===== config.mk =====
export PLATFORM = sky130hd
export DESIGN_NAME = addr_decoder_flat
export DESIGN_NICKNAME = d
export VERILOG_FILES = /design/src/hw/soc_bus_pkg.sv /design/src/hw/soc_map_pkg.sv /design/src/hw/mem_bus_if.sv /design/src/hw/addr_decoder.sv /design/src/flat_wrapper.sv
export SDC_FILE = /design/constraint.sdc
export NUM_CORES = 1
export LEC_CHECK = 0
export ABC_AREA = 0
export BUFFER_PORTS_ARGS = -buffer_cell sky130_fd_sc_hd__buf_2
export CORE_AREA = 2 2 195 197
export DETAILED_ROUTE_END_ITERATION = 6
export DIE_AREA = 0 0 197 199
export PLACE_DENSITY_LB_ADDON = 0.2
export SLEW_MARGIN = 20
export SYNTH_ARGS = -nofsm -noshare
export SYNTH_HDL_FRONTEND = slang
export SYNTH_SLANG_ARGS = --single-unit

===== constraint.sdc =====
create_clock -name clk_main -period 1.9 [get_ports clk_main]
set_input_delay 0.19 -clock clk_main [delete_from_list [all_inputs] [get_ports clk_main]]
set_output_delay 0.19 -clock clk_main [all_outputs]
set_load 0.05 [all_outputs]

===== src/hw/soc_bus_pkg.sv =====
package soc_bus_pkg;

	// width of one bus word and of a byte address
	localparam int WORD_W = 32;
	localparam int ADDR_W = 32;

	// byte lane bits below the word index
	localparam int BYTE_OFF_W = 2;

	typedef logic [WORD_W-1:0] word_t;
	typedef logic [ADDR_W-1:0] addr_t;

	// bus owner as seen by the arbiter
	typedef enum logic {
		HOST_0 = 1'b0,
		HOST_1 = 1'b1
	} host_sel_t;

	// byte address to word index, targets see word addresses only
	function automatic addr_t word_addr(addr_t byte_addr);
		addr_t idx;
		idx = '0;
		idx[ADDR_W-BYTE_OFF_W-1:0] = byte_addr[ADDR_W-1:BYTE_OFF_W];
		return idx;
	endfunction

endpackage

===== src/hw/soc_map_pkg.sv =====
package soc_map_pkg;

	// region bases, main memory is everything below bit 31
	localparam soc_bus_pkg::addr_t MAIN_BASE = 32'h0000_0000;
	localparam soc_bus_pkg::addr_t SCRATCH_BASE = 32'h8000_0000;
	localparam soc_bus_pkg::addr_t GPIO_BASE = 32'h9000_0000;
	localparam soc_bus_pkg::addr_t TIMER_BASE = 32'h9100_0000;

	// bit that splits main memory from mmio space
	localparam int MAIN_OFF_W = 31;

	// device select field inside mmio space
	localparam int DEV_SEL_MSB = 31;
	localparam int DEV_SEL_LSB = 24;
	localparam int MMIO_OFF_W = DEV_SEL_LSB;

	// gpio word offsets
	localparam soc_bus_pkg::addr_t GPIO_LED = 32'd0;
	localparam soc_bus_pkg::addr_t GPIO_IN = 32'd1;
	localparam soc_bus_pkg::addr_t GPIO_IRQ_EN = 32'd2;

	// timer word offsets
	localparam soc_bus_pkg::addr_t TIMER_MTIME = 32'd0;
	localparam soc_bus_pkg::addr_t TIMER_MTIMECMP = 32'd1;
	localparam soc_bus_pkg::addr_t TIMER_MSIP = 32'd2;

	typedef enum logic [2:0] {
		TGT_MAIN, TGT_SCRATCH, TGT_GPIO, TGT_TIMER, TGT_NONE
	} tgt_t;

endpackage


===== src/hw/mem_bus_if.sv =====
`timescale 1ns/10ps

// one bus segment, strobes out and a one cycle ready back
interface mem_bus_if;

	soc_bus_pkg::addr_t a;
	soc_bus_pkg::word_t d;
	logic we;
	logic rd;
	soc_bus_pkg::word_t spo;
	logic ready;

	// side that issues accesses
	modport host (
		output a, d, we, rd,
		input spo, ready
	);

	// side that answers them
	modport dev (
		input a, d, we, rd,
		output spo, ready
	);

endinterface


===== src/hw/addr_decoder.sv =====
`timescale 1ns/10ps

module addr_decoder (
	input logic clk_main,
	input logic rst_n,
	mem_bus_if.dev bus,
	mem_bus_if.host main_m,
	mem_bus_if.host scratch_m,
	mem_bus_if.host gpio_m,
	mem_bus_if.host timer_m
);

	localparam int DEV_W = soc_map_pkg::DEV_SEL_MSB - soc_map_pkg::DEV_SEL_LSB + 1;

	localparam logic [DEV_W-1:0] SCRATCH_ID =
		soc_map_pkg::SCRATCH_BASE[soc_map_pkg::DEV_SEL_MSB:soc_map_pkg::DEV_SEL_LSB];
	localparam logic [DEV_W-1:0] GPIO_ID =
		soc_map_pkg::GPIO_BASE[soc_map_pkg::DEV_SEL_MSB:soc_map_pkg::DEV_SEL_LSB];
	localparam logic [DEV_W-1:0] TIMER_ID =
		soc_map_pkg::TIMER_BASE[soc_map_pkg::DEV_SEL_MSB:soc_map_pkg::DEV_SEL_LSB];

	soc_map_pkg::tgt_t sel;
	soc_map_pkg::tgt_t sel_q;
	soc_bus_pkg::addr_t region_off;
	soc_bus_pkg::addr_t word_off;
	logic strobe;
	logic none_ready;

	assign strobe = bus.rd || bus.we;

	always_comb begin
		if (!bus.a[soc_map_pkg::MAIN_OFF_W]) begin
			sel = soc_map_pkg::TGT_MAIN;
		end else begin
			case (bus.a[soc_map_pkg::DEV_SEL_MSB:soc_map_pkg::DEV_SEL_LSB])
				SCRATCH_ID: sel = soc_map_pkg::TGT_SCRATCH;
				GPIO_ID: sel = soc_map_pkg::TGT_GPIO;
				TIMER_ID: sel = soc_map_pkg::TGT_TIMER;
				default: sel = soc_map_pkg::TGT_NONE;
			endcase
		end
	end

	// offset inside the selected region
	always_comb begin
		region_off = '0;
		if (sel == soc_map_pkg::TGT_MAIN) begin
			region_off = bus.a - soc_map_pkg::MAIN_BASE;
		end else begin
			region_off[soc_map_pkg::MMIO_OFF_W-1:0] = bus.a[soc_map_pkg::MMIO_OFF_W-1:0];
		end
	end

	assign word_off = soc_bus_pkg::word_addr(region_off);

	assign main_m.a = word_off;
	assign scratch_m.a = word_off;
	assign gpio_m.a = word_off;
	assign timer_m.a = word_off;
	assign main_m.d = bus.d;
	assign scratch_m.d = bus.d;
	assign gpio_m.d = bus.d;
	assign timer_m.d = bus.d;

	// strobes reach the selected target only
	assign main_m.rd = bus.rd && (sel == soc_map_pkg::TGT_MAIN);
	assign main_m.we = bus.we && (sel == soc_map_pkg::TGT_MAIN);
	assign scratch_m.rd = bus.rd && (sel == soc_map_pkg::TGT_SCRATCH);
	assign scratch_m.we = bus.we && (sel == soc_map_pkg::TGT_SCRATCH);
	assign gpio_m.rd = bus.rd && (sel == soc_map_pkg::TGT_GPIO);
	assign gpio_m.we = bus.we && (sel == soc_map_pkg::TGT_GPIO);
	assign timer_m.rd = bus.rd && (sel == soc_map_pkg::TGT_TIMER);
	assign timer_m.we = bus.we && (sel == soc_map_pkg::TGT_TIMER);

	// remembered target steers the response; unmapped space answers by itself
	always_ff @(posedge clk_main) begin
		if (!rst_n) begin
			sel_q <= soc_map_pkg::TGT_NONE;
			none_ready <= 1'b0;
		end else begin
			sel_q <= sel;
			none_ready <= strobe && (sel == soc_map_pkg::TGT_NONE);
		end
	end

	always_comb begin
		case (sel_q)
			soc_map_pkg::TGT_MAIN: begin
				bus.spo = main_m.spo;
				bus.ready = main_m.ready;
			end
			soc_map_pkg::TGT_SCRATCH: begin
				bus.spo = scratch_m.spo;
				bus.ready = scratch_m.ready;
			end
			soc_map_pkg::TGT_GPIO: begin
				bus.spo = gpio_m.spo;
				bus.ready = gpio_m.ready;
			end
			soc_map_pkg::TGT_TIMER: begin
				bus.spo = timer_m.spo;
				bus.ready = timer_m.ready;
			end
			default: begin
				bus.spo = '0;
				bus.ready = none_ready;
			end
		endcase
	end

	// only the addressed target may answer
	one_responder: assert property (
		@(posedge clk_main) disable iff (!rst_n)
		$onehot0({main_m.ready, scratch_m.ready, gpio_m.ready, timer_m.ready,
			none_ready})
	);

	// every target and the unmapped responder answer on the next cycle
	strobe_gets_ready: assert property (
		@(posedge clk_main) disable iff (!rst_n)
		strobe |=> bus.ready
	);

endmodule


===== src/flat_wrapper.sv =====
// flat-port wrapper written by rule: the top's interface ports become plain ports
module addr_decoder_flat 
  (clk_main, rst_n, bus_a, bus_d, bus_we, bus_rd, bus_spo, bus_ready, main_m_a, main_m_d, main_m_we, main_m_rd, main_m_spo, main_m_ready, scratch_m_a, scratch_m_d, scratch_m_we, scratch_m_rd, scratch_m_spo, scratch_m_ready, gpio_m_a, gpio_m_d, gpio_m_we, gpio_m_rd, gpio_m_spo, gpio_m_ready, timer_m_a, timer_m_d, timer_m_we, timer_m_rd, timer_m_spo, timer_m_ready);
  mem_bus_if bus_i ();
  mem_bus_if main_m_i ();
  mem_bus_if scratch_m_i ();
  mem_bus_if gpio_m_i ();
  mem_bus_if timer_m_i ();
  input logic clk_main;
  input logic rst_n;
  input wire logic [$bits(bus_i.a)-1:0] bus_a;
  input wire logic [$bits(bus_i.d)-1:0] bus_d;
  input wire logic [$bits(bus_i.we)-1:0] bus_we;
  input wire logic [$bits(bus_i.rd)-1:0] bus_rd;
  output wire logic [$bits(bus_i.spo)-1:0] bus_spo;
  output wire logic [$bits(bus_i.ready)-1:0] bus_ready;
  output wire logic [$bits(main_m_i.a)-1:0] main_m_a;
  output wire logic [$bits(main_m_i.d)-1:0] main_m_d;
  output wire logic [$bits(main_m_i.we)-1:0] main_m_we;
  output wire logic [$bits(main_m_i.rd)-1:0] main_m_rd;
  input wire logic [$bits(main_m_i.spo)-1:0] main_m_spo;
  input wire logic [$bits(main_m_i.ready)-1:0] main_m_ready;
  output wire logic [$bits(scratch_m_i.a)-1:0] scratch_m_a;
  output wire logic [$bits(scratch_m_i.d)-1:0] scratch_m_d;
  output wire logic [$bits(scratch_m_i.we)-1:0] scratch_m_we;
  output wire logic [$bits(scratch_m_i.rd)-1:0] scratch_m_rd;
  input wire logic [$bits(scratch_m_i.spo)-1:0] scratch_m_spo;
  input wire logic [$bits(scratch_m_i.ready)-1:0] scratch_m_ready;
  output wire logic [$bits(gpio_m_i.a)-1:0] gpio_m_a;
  output wire logic [$bits(gpio_m_i.d)-1:0] gpio_m_d;
  output wire logic [$bits(gpio_m_i.we)-1:0] gpio_m_we;
  output wire logic [$bits(gpio_m_i.rd)-1:0] gpio_m_rd;
  input wire logic [$bits(gpio_m_i.spo)-1:0] gpio_m_spo;
  input wire logic [$bits(gpio_m_i.ready)-1:0] gpio_m_ready;
  output wire logic [$bits(timer_m_i.a)-1:0] timer_m_a;
  output wire logic [$bits(timer_m_i.d)-1:0] timer_m_d;
  output wire logic [$bits(timer_m_i.we)-1:0] timer_m_we;
  output wire logic [$bits(timer_m_i.rd)-1:0] timer_m_rd;
  input wire logic [$bits(timer_m_i.spo)-1:0] timer_m_spo;
  input wire logic [$bits(timer_m_i.ready)-1:0] timer_m_ready;
  assign bus_i.a = bus_a;
  assign bus_i.d = bus_d;
  assign bus_i.we = bus_we;
  assign bus_i.rd = bus_rd;
  assign bus_spo = bus_i.spo;
  assign bus_ready = bus_i.ready;
  assign main_m_a = main_m_i.a;
  assign main_m_d = main_m_i.d;
  assign main_m_we = main_m_i.we;
  assign main_m_rd = main_m_i.rd;
  assign main_m_i.spo = main_m_spo;
  assign main_m_i.ready = main_m_ready;
  assign scratch_m_a = scratch_m_i.a;
  assign scratch_m_d = scratch_m_i.d;
  assign scratch_m_we = scratch_m_i.we;
  assign scratch_m_rd = scratch_m_i.rd;
  assign scratch_m_i.spo = scratch_m_spo;
  assign scratch_m_i.ready = scratch_m_ready;
  assign gpio_m_a = gpio_m_i.a;
  assign gpio_m_d = gpio_m_i.d;
  assign gpio_m_we = gpio_m_i.we;
  assign gpio_m_rd = gpio_m_i.rd;
  assign gpio_m_i.spo = gpio_m_spo;
  assign gpio_m_i.ready = gpio_m_ready;
  assign timer_m_a = timer_m_i.a;
  assign timer_m_d = timer_m_i.d;
  assign timer_m_we = timer_m_i.we;
  assign timer_m_rd = timer_m_i.rd;
  assign timer_m_i.spo = timer_m_spo;
  assign timer_m_i.ready = timer_m_ready;
  addr_decoder u_core (.clk_main(clk_main), .rst_n(rst_n), .bus(bus_i), .main_m(main_m_i), .scratch_m(scratch_m_i), .gpio_m(gpio_m_i), .timer_m(timer_m_i));
endmodule

======== After elaboration in Yosys (flattened, before gate mapping) ========
Cells that the tools add are included.
operators by class
  muxes and demuxes ....................... 5
  reductions and logical operators ........ 12
  eq/ne operators ......................... 10
operator list
  cell                                                 number
  one-hot mux 32 bit (4 select lines)                  1
  equality test 8 bit, second input constant           3
  equality test 3 x 2 -> 1 bit, second input constant  4
  logical AND 1 bit                                    9
  one-hot mux 3 bit (3 select lines)                   1
  two-way mux 8 bit                                    1
  equality test 3 x 1 -> 1 bit, second input constant  2
  logical NOT 3 bit                                    2
  one-hot mux 1 bit (4 select lines)                   1
  equality test 3 bit, second input constant           1
  two-way mux 3 bit                                    1
  logical OR 1 bit                                     1
storage, ports and cells
  bits in registers ....................... 4
  input bits .............................. 200

======== Logic depth before layout (Yosys ltp) ========
Gate-level depths: netlist (run 1).
  word-level depth ........................ 5
  mapped depth ............................ 4
  depth with buffers taken out ............ 3

======== Least setup slack after synthesis (run 1) ========
OpenSTA, ideal clock, no wires.
  kind .................................... in2out
  from .................................... in bus_a[26]
  to ...................................... out scratch_m_rd
  path buffers ............................ 0
  slack ................................... -714 ps
  cell stages on the path ................. 3
  data arrival time ....................... 2424 ps
  path through ............................ or3_4 -> or3_4 -> nor4_1
between the ends
  longest elaborated chain between the ends .. 5
  elaborated cells between the ends (all ways) .. 7
ends and longest elaborated chain
  element                               line                RTL
  start, declared                       flat_wrapper.sv:11  input wire logic [$bits(bus_i.a)-1:0] bus_a;
  equality test 8 bit                   addr_decoder.sv:35  case (bus.a[soc_map_pkg::DEV_SEL_MSB:soc_map_pkg::DEV_SEL_LSB])
  one-hot mux 3 bit (3 select lines) *  addr_decoder.sv:35
  two-way mux 3 bit *                   addr_decoder.sv:32  if (!bus.a[soc_map_pkg::MAIN_OFF_W]) begin
  equality test 3 x 1 -> 1 bit *        addr_decoder.sv:68  assign scratch_m.rd = bus.rd && (sel == soc_map_pkg::TGT_SCRATCH);
  logical AND 1 bit *                   addr_decoder.sv:68
  end, declared                         flat_wrapper.sv:26  output wire logic [$bits(scratch_m_i.rd)-1:0] scratch_m_rd;
Every way passes the cells marked *; elsewhere a longest branch is shown, timed or not.

======== Worst setup path after layout (run 1) ========
  from .................................... reg u_core.sel_q[0]
  to ...................................... out bus_spo[19]
between the ends
  longest elaborated chain between the ends .. 2
  elaborated cells between the ends (all ways) .. 5
ends and longest elaborated chain
  element                                                     line                RTL
  start, declared                                             addr_decoder.sv:23  soc_map_pkg::tgt_t sel_q;
  start signal, assigned                                      addr_decoder.sv:78  sel_q <= soc_map_pkg::TGT_NONE;
  start signal, assigned                                      addr_decoder.sv:81  sel_q <= sel;
  equality test 3 x 2 -> 1 bit, or another cell as far along  addr_decoder.sv:87  case (sel_q)
  one-hot mux 32 bit (4 select lines) *                       addr_decoder.sv:87
  end, declared                                               flat_wrapper.sv:15  output wire logic [$bits(bus_i.spo)-1:0] bus_spo;
Marked as above.

==> flow_results.org, run 1 <==
** Final layout
- Most frequent cells in the layout :: 182 x sky130_fd_sc_hd__buf_2, 32 x sky130_fd_sc_hd__mux4_2, 26 x sky130_fd_sc_hd__buf_6
- The number of antenna diodes in the final layout is 0.
- For this run, the share of the core covered by cells in the final layout is 0.0926.
- The filler cells instantiated in the layout total around 4300.
- Area growth syn-to-layout :: 8.36%
- Share of layout cells above drive strength 1 :: 0.802
- Leaving out fill and tap cells, the most frequent cell in the layout is sky130_fd_sc_hd__buf_2.
- Footprint of the flip-flops and latches :: ~85 um2
- At the end of the flow, the number of nets in the layout was about 550.
- Area taken by multi-input logic gates :: between 0.001 and 0.0015 mm2
- Final standard cell count with taps included and fillers excluded :: a little over 800

** Detailed routing
- For this run, design rule violations remaining after detail routing come to 0.
- Initial detailed-routing violation count :: 39
- Detailed-route via count :: 2156
- Via-to-Cell Ratio :: roughly 2.6
- Number of nets with antenna violations after routing :: 0
- For this block, the routed nets add up to 10.4 mm of wire.
- Dividing the detail-routed wire length by the instance count gives 12.7 um.
- For this run, the detailed router's first-pass iteration total came to 4.

** STA
- Share of the clock period used by the worst path :: 0.997
- Setup repair after global routing could not meet its margin everywhere.
- The smallest clock period supported by the final layout is computed as roughly 1900 ps.
- Final number of hold-violating endpoints :: 0
- In this run the tightest slew margin relative to its limit is 0.594.
- Maximum clock frequency :: ~530 MHz
- The max-slew violation count came to 0.
- Final count of negative-setup-slack endpoints :: 0
- Measured slew at the worst slew-check pin :: approximately 590 ps

** Place
- Final HPWL DP :: between 9 and 10 mm
- Placer's final routability congestion estimate :: 0.623
- After detailed placement, the design holds a cell count of 814.
- PortBufs :: approximately 210

** Clock network
- Clock Pin Slew Worst Setup and Hold Paths :: 30 ps
- Buffers inserted by post-CTS timing repair :: 0
- The tree built by TritonCTS fans out to 4 sinks.
- TritonCTS built the clock tree.
- Maximum root-to-sink buffer count :: 2
- Maximum level of the CTS H-tree :: 1
- Cell at the root of the clock tree :: sky130_fd_sc_hd__clkbuf_16
- TritonCTS created 3 clock buffers.

** Logic synthesis
- Yosys warns :: 0
- Counting flops and latches in the post-synthesis netlist gives 4.
- In the synthesized netlist, the number of instances is ~370.
- Synthesis instantiated 23 different standard cells from the library.
- Post-Synthesis Cell Area :: 0.00317 mm2
- Post-synthesis area per instance :: approximately 8.6 um2
- Share of the yosys chip area belonging to registers :: 0.0252

** Hold path
- Class of the tightest hold or removal check :: input port to flop

** Setup path
- Crit path required time :: 1710 ps
- Start point of the critical path :: u_core.sel_q[0]$_SDFF_PN0_
- Kind of critical path :: flop to output pin
- The most critical setup path has its endpoint at bus_spo[19].
- Largest fanout of any net on the critical path :: 7
- Element type at the critical path start :: flop
- At the worst endpoint, the arrival time is 1700 ps.
- CP endpoint kind :: output pin

** Pwr
- Static leakage power :: roughly 0.0015 uW
- VDD sags by at most roughly 0.00016 V.
- P per Cell Area :: around 320 mW/mm2

** Job
- Across the run, the number of max-cap violations was 0.

** Die
- The die covers slightly below 0.04 mm2.
- Width of the die :: between 150 and 200 um
- Number of top-level design ports :: between 400 and 500
- The core region is between 0.03 and 0.04 mm2.
- The floorplan step set the die height to 199 um.
- The initialized floorplan defines 71 standard-cell rows.
- The initial utilization of the core area, before any placement, comes to 0.0854.

** Global route
- Initial antenna violation count :: 3
- In the global route stage, overall resource usage came out at 0.0446.
- Number of global-route vias before repair :: 2064
- The total overflow left after global routing is 0.
- The first global-routing pass estimated ~13 mm of wire.
- Entering global routing, the biggest net connects 28 pins.

** Status
- The run finished with clean final reports.
==> through the flow <==
stage                     setup TNS, ps  hold slack, ps  total power (uW)  instance area (um2)  worst slack (ps)
after global routing               -652             218              1170                 3440             -53.2
after floorplan                    -297             292              1770                 3230              -149
after CTS                         -37.1             225              1090                 3210             -19.8
final                                 0             216              1110                 3440              6.11
after detailed placement              0             381               747                 3080              51.6
after global placement                0             381               748                 3080              69.2
==> area by class of cell <==
class / count / share of cell area
Timing Repair Buffer: 223 / 0.417
Multi-Input combinational cell: 110 / 0.359
Tap cell: 474 / 0.173
Sequential cell: 4 / 0.0248
Clock buffer: 3 / 0.0218
Inverter: 4 / 0.00437
==> repair_timing <==
item / 4_1_cts / 5_1_grt
gates resized for setup: 18 / 79
pin swaps: 0 / 6
hold buffers: 0 / 0
endpoints found under the setup margin: 31 / 27
gates cloned: 0 / 1
==> cells in the mapped netlist, drive strengths merged <==
| cell type | count | share of area |
|---|---|---|
| buf | 255 | 0.60 |
| and2 | 32 | 0.063 |
| mux4 | 32 | 0.23 |
| nor2b | 9 | 0.018 |
| clkbuf | 6 | 0.0071 |
| dfxtp | 4 | 0.025 |
| inv | 4 | 0.0047 |
| nor2 | 4 | 0.0047 |
| nor3 | 3 | 0.0047 |
| nor4 | 3 | 0.0059 |
| and3 | 2 | 0.0039 |
| and4 | 2 | 0.0055 |
| nand2 | 2 | 0.0024 |
| or3 | 2 | 0.0071 |
| a2111oi | 1 | 0.0028 |
| a221oi | 1 | 0.0028 |
| a311oi | 1 | 0.0028 |
| a31oi | 1 | 0.0020 |
| conb | 1 | 0.0012 |
| mux2i | 1 | 0.0032 |
| nand2b | 1 | 0.0020 |
| xor2 | 1 | 0.0028 |
==> critical path, cell delays in order, from the launching register on <==
cell,delay [ps]
sky130_fd_sc_hd__dfxtp_4,450
sky130_fd_sc_hd__clkbuf_16,210
sky130_fd_sc_hd__mux4_2,510
sky130_fd_sc_hd__and2_4,160
sky130_fd_sc_hd__buf_8,140
==> registers in the layout, indices dropped and copies added, names as in the netlist <==
name	cells
u_core.sel_q	3
u_core.none_ready	1
==> power by group <==
group	switching (uW)	total, uW	internal, uW
Sequential	1.74	87.6	85.9
Clock	55.0	323	268
Combinational	429	704	275
==> how the worst min path moves through the flow <==
stage | start | endpoint | slack (ps) | cells past startpoint
after global placement | bus_d[12] | gpio_m_d[12] | 380 | 0
after detailed placement | bus_d[12] | gpio_m_d[12] | 380 | 0
after floorplan | rst_n | u_core.sel_q[2]$_SDFF_PN1_ | 290 | 1
final | rst_n | u_core.sel_q[2]$_SDFF_PN1_ | 220 | 2
after CTS | rst_n | u_core.sel_q[2]$_SDFF_PN1_ | 230 | 2
after global routing | rst_n | u_core.sel_q[2]$_SDFF_PN1_ | 220 | 2
==> layer usage <==
layer  global-route usage  part of all wire  up-vias
li1                     -                 -      905
met1               0.0433              0.32      927
met2               0.0751              0.47      266
met3               0.0283              0.17       52
met4               0.0162             0.031        6
met5               0.0179             0.011        -
==> logic make-up after synthesis <==
group | after synthesis | share of synthesized area
AO/OA/AOI/OAI | 4 | 0.0103
XOR/XNOR | 1 | 0.00276
buffers and inverters | 265 | 0.613
flip-flops | 4 | 0.0252
multiplexers | 33 | 0.230
other | 1 | 0.00118
AND/OR/NAND/NOR | 60 | 0.117
No activity file was read; power rests on OpenSTA's default activity.
==> run 2, diff against run 1 <==
--- a/config.mk
+++ b/config.mk
@@ -10,6 +10,7 @@
 export CORE_AREA = 2 2 195 197
 export DETAILED_ROUTE_END_ITERATION = 6
 export DIE_AREA = 0 0 197 199
+export GPL_TIMING_DRIVEN = 0
 export PLACE_DENSITY_LB_ADDON = 0.2
 export SLEW_MARGIN = 20
 export SYNTH_ARGS = -nofsm -noshare
==> flow_results.org, run 2 (same netlist as run 1, synthesis figures left out) <==
** Pwr
- Combinational cell fraction of total power :: 0.842
- The share of total power dissipated in sequential elements is 0.034.
- Power spread over the standard cell area amounts to 406 mW/mm2.
- Summed over all nets, the switching power comes to around 1500 uW.
- Total power consumption of the routed design :: about 2600 uW
- For this design the static power due to leakage is roughly 0.0036 uW.
- Of the total power, the clock network draws 0.124.
- Internal power :: around 1100 uW
- Across the VDD grid, the largest voltage drop is 0.000264 V.
- Of the total power, the share spent switching nets is 0.577.

** Global route
- Global route total overflow :: 0
- GR met3 Demand/Resource :: 0.0127
- The first global-routing pass estimated 19.3 mm of wire.
- Number of global-route vias before repair :: roughly 3300
- In this run the most used layer during global routing was met2.
- Maximum number of pins on one net before global-route repair :: 11
- In the global route stage, met1 resource usage came out at 0.0636.
- Initial antenna violation count :: 2
- In the global route stage, overall resource usage came out at 0.0637.
- In the global route stage, met2 resource usage came out at 0.137.

** Final layout
- Nets@finish :: ~1000
- Leaving out fill and tap cells, the most frequent cells in the layout are 397 x sky130_fd_sc_hd__buf_2, 263 x sky130_fd_sc_hd__buf_4, 32 x sky130_fd_sc_hd__mux4_2.
- The finished cells cover about 0.0064 mm2.
- Max FFs per register :: 3
- Leaving out fill and tap cells, the most frequent cell in the layout is sky130_fd_sc_hd__buf_2.
- Largest registers ranked by flip-flop count :: u_core.sel_q x3, u_core.none_ready x1
- For this run, the number of standard cells in the final layout without fillers is ~1300.
- Area growth syn-to-layout :: 101%
- Top register by number of flip-flops :: u_core.sel_q
- In the final layout, the share of cells above drive strength 1 is 0.914.

** Die
- In this run the vertical extent of the chip is between 150 and 200 um.
- The initial utilization of the core area, before any placement, comes to 0.0854.
- Number of top-level design ports :: a little under 500
- The floorplan step defined a die boundary enclosing about 0.039 mm2.
- Width of the die :: between 150 and 200 um
- The floorplan has roughly 70 rows.
- After floorplanning, the core was sized to cover between 0.03 and 0.04 mm2.

** Job
- Number of max-cap violations :: 0

** Setup path
- On the worst path, the slowest cell contributes a delay of between 500 and 600 ps.
- Walking the worst path, the cells encountered are buf_12 -> buf_12 -> mux4_2 -> and2_4 -> buf_8.
- The critical path ends at bus_spo[11].
- Crit path required time :: 1710 ps
- The worst setup path is of the flop to output pin kind.
- Largest fanout of any net on the critical path :: 7
- The most critical setup path has its startpoint at u_core.sel_q[0]$_SDFF_PN0_.
- Counting stages on the worst path, the most repeated cell is sky130_fd_sc_hd__buf_12.
- On the critical path the largest part of the delay comes from multiplexers.
- STA classifies the critical path startpoint as a flop.
- Counting buffers and inverters, the worst setup path is 5 cells deep.
- The worst setup path is captured at an output pin.
- For this design, the slowest cell found on the critical path is sky130_fd_sc_hd__mux4_2.
- Counting both buffers and inverters, the worst setup path holds a total of 3.
- Data arrives at the worst endpoint at ~1700 ps.

** Hold path
- The tightest min-delay check is of the input port to flop type.

** Clock network
- Num CTS Buffers :: 3
- Clock Pin Slew Worst Setup and Hold Paths :: ~30 ps
- Maximum root-to-sink buffer count :: 2
- Cell at the root of the clock tree :: sky130_fd_sc_hd__clkbuf_16
- TritonCTS clock tree :: built
- CTS built an H-tree with a depth of 1.
- The clock drives 4 sinks.

** Detailed routing
- 1st-pass router iterations :: 4
- Number of nets with antenna violations after routing :: 0
- Initial detailed-routing violation count :: between 40 and 50
- Detailed-route via count :: approximately 3700
- Summed over all layers, the routed wires come to ~15 mm.
- Routed wire per std cell :: 11.6 um
- After detailed routing, the number of remaining DRC violations is 0.
- Via-to-Cell Ratio :: approximately 2.9

** STA
- The max-slew violation count came to 0.
- Setup repair after global routing could not meet its margin everywhere.
- After layout, the minimum clock period comes to about 1900 ps.
- Worst slew margin relative to its limit :: 0.625
- Derived from the worst setup path, the maximum achievable clock frequency is 532 MHz.
- The tightest hold path in the finished design has a slack of 193 ps.
- Measured slew at the worst slew-check pin :: 563 ps
- Final count of negative-setup-slack endpoints :: 0
- Share of the clock period used by the worst path :: 0.989
- The total count of hold-check failures in the final report came to 0.

** Status
- The flow ran to the end, and the final reports show no timing, DRC or antenna violations.

** Place
- Summing all placed instances gives a cell area of about 0.006 mm2.
- The number of placed instances, taps included, is approximately 1300.
- Placer's final routability congestion estimate :: roughly 0.69
- PortBufs :: between 400 and 500
- Once detailed placement completed, the half-perimeter wirelength came to between 10 and 15 mm.
==> run 2: final cells by class <==
class                   count  area, um2
repair buffers            432       2350
clock buffers               3       75.1
flip-flops and latches      4       81.3
multi-input cells         110       1250
plain buffers             261       2010
diodes                      1       2.50
fillers                  4248      30800
well taps                 474        593
inverters                   4       15.0
==> run 2: timing repair <==
action,in CTS,in global routing
hold buffers,0,0
endpoints found under the setup margin,34,39
hold endpoints to repair,0,0
buffers inserted,2,1
gates cloned,0,1
resized for setup,69,23
==> run 2: power groups by stage <==
stage          logic [uW]  registers [uW]  clock network (uW)
5_1_grt              2270            89.3                 333
4_1_cts              2180            89.0                 326
3_3_place_gp         2150            89.8                   0
3_5_place_dp         2140            90.0                   0
2_1_floorplan        1680            89.0                   0
6_report             2180            89.1                 320
==> run 2: worst min path at each step <==
| stage | start | to | slack, ps | cells after the start |
|---|---|---|---|---|
| 6_report | rst_n | u_core.sel_q[2]$_SDFF_PN1_ | 190 | 2 |
| 2_1_floorplan | rst_n | u_core.sel_q[2]$_SDFF_PN1_ | 290 | 1 |
| 3_5_place_dp | rst_n | u_core.sel_q[2]$_SDFF_PN1_ | 430 | 2 |
| 5_1_grt | rst_n | u_core.sel_q[2]$_SDFF_PN1_ | 230 | 2 |
| 3_3_place_gp | rst_n | u_core.sel_q[2]$_SDFF_PN1_ | 430 | 2 |
| 4_1_cts | rst_n | u_core.sel_q[2]$_SDFF_PN1_ | 200 | 2 |
==> run 2: per-layer routing <==
metal  share of wire  vias to the layer above
li1                -                     1849
met1            0.33                     1643
met2            0.58                      232
met3           0.082                        6
met4          0.0060                        2
met5         0.00087                        -
==> run 2: metrics by stage <==
step | util | setup WS [ps] | setup TNS (ps)
floorplan | - | -149 | -297
global placement | 0.161 | -178 | -2690
detailed placement | 0.161 | -166 | -2510
CTS | 0.169 | -72.9 | -270
global route | 0.172 | -28.8 | -107
finish | 0.172 | 20.4 | 0
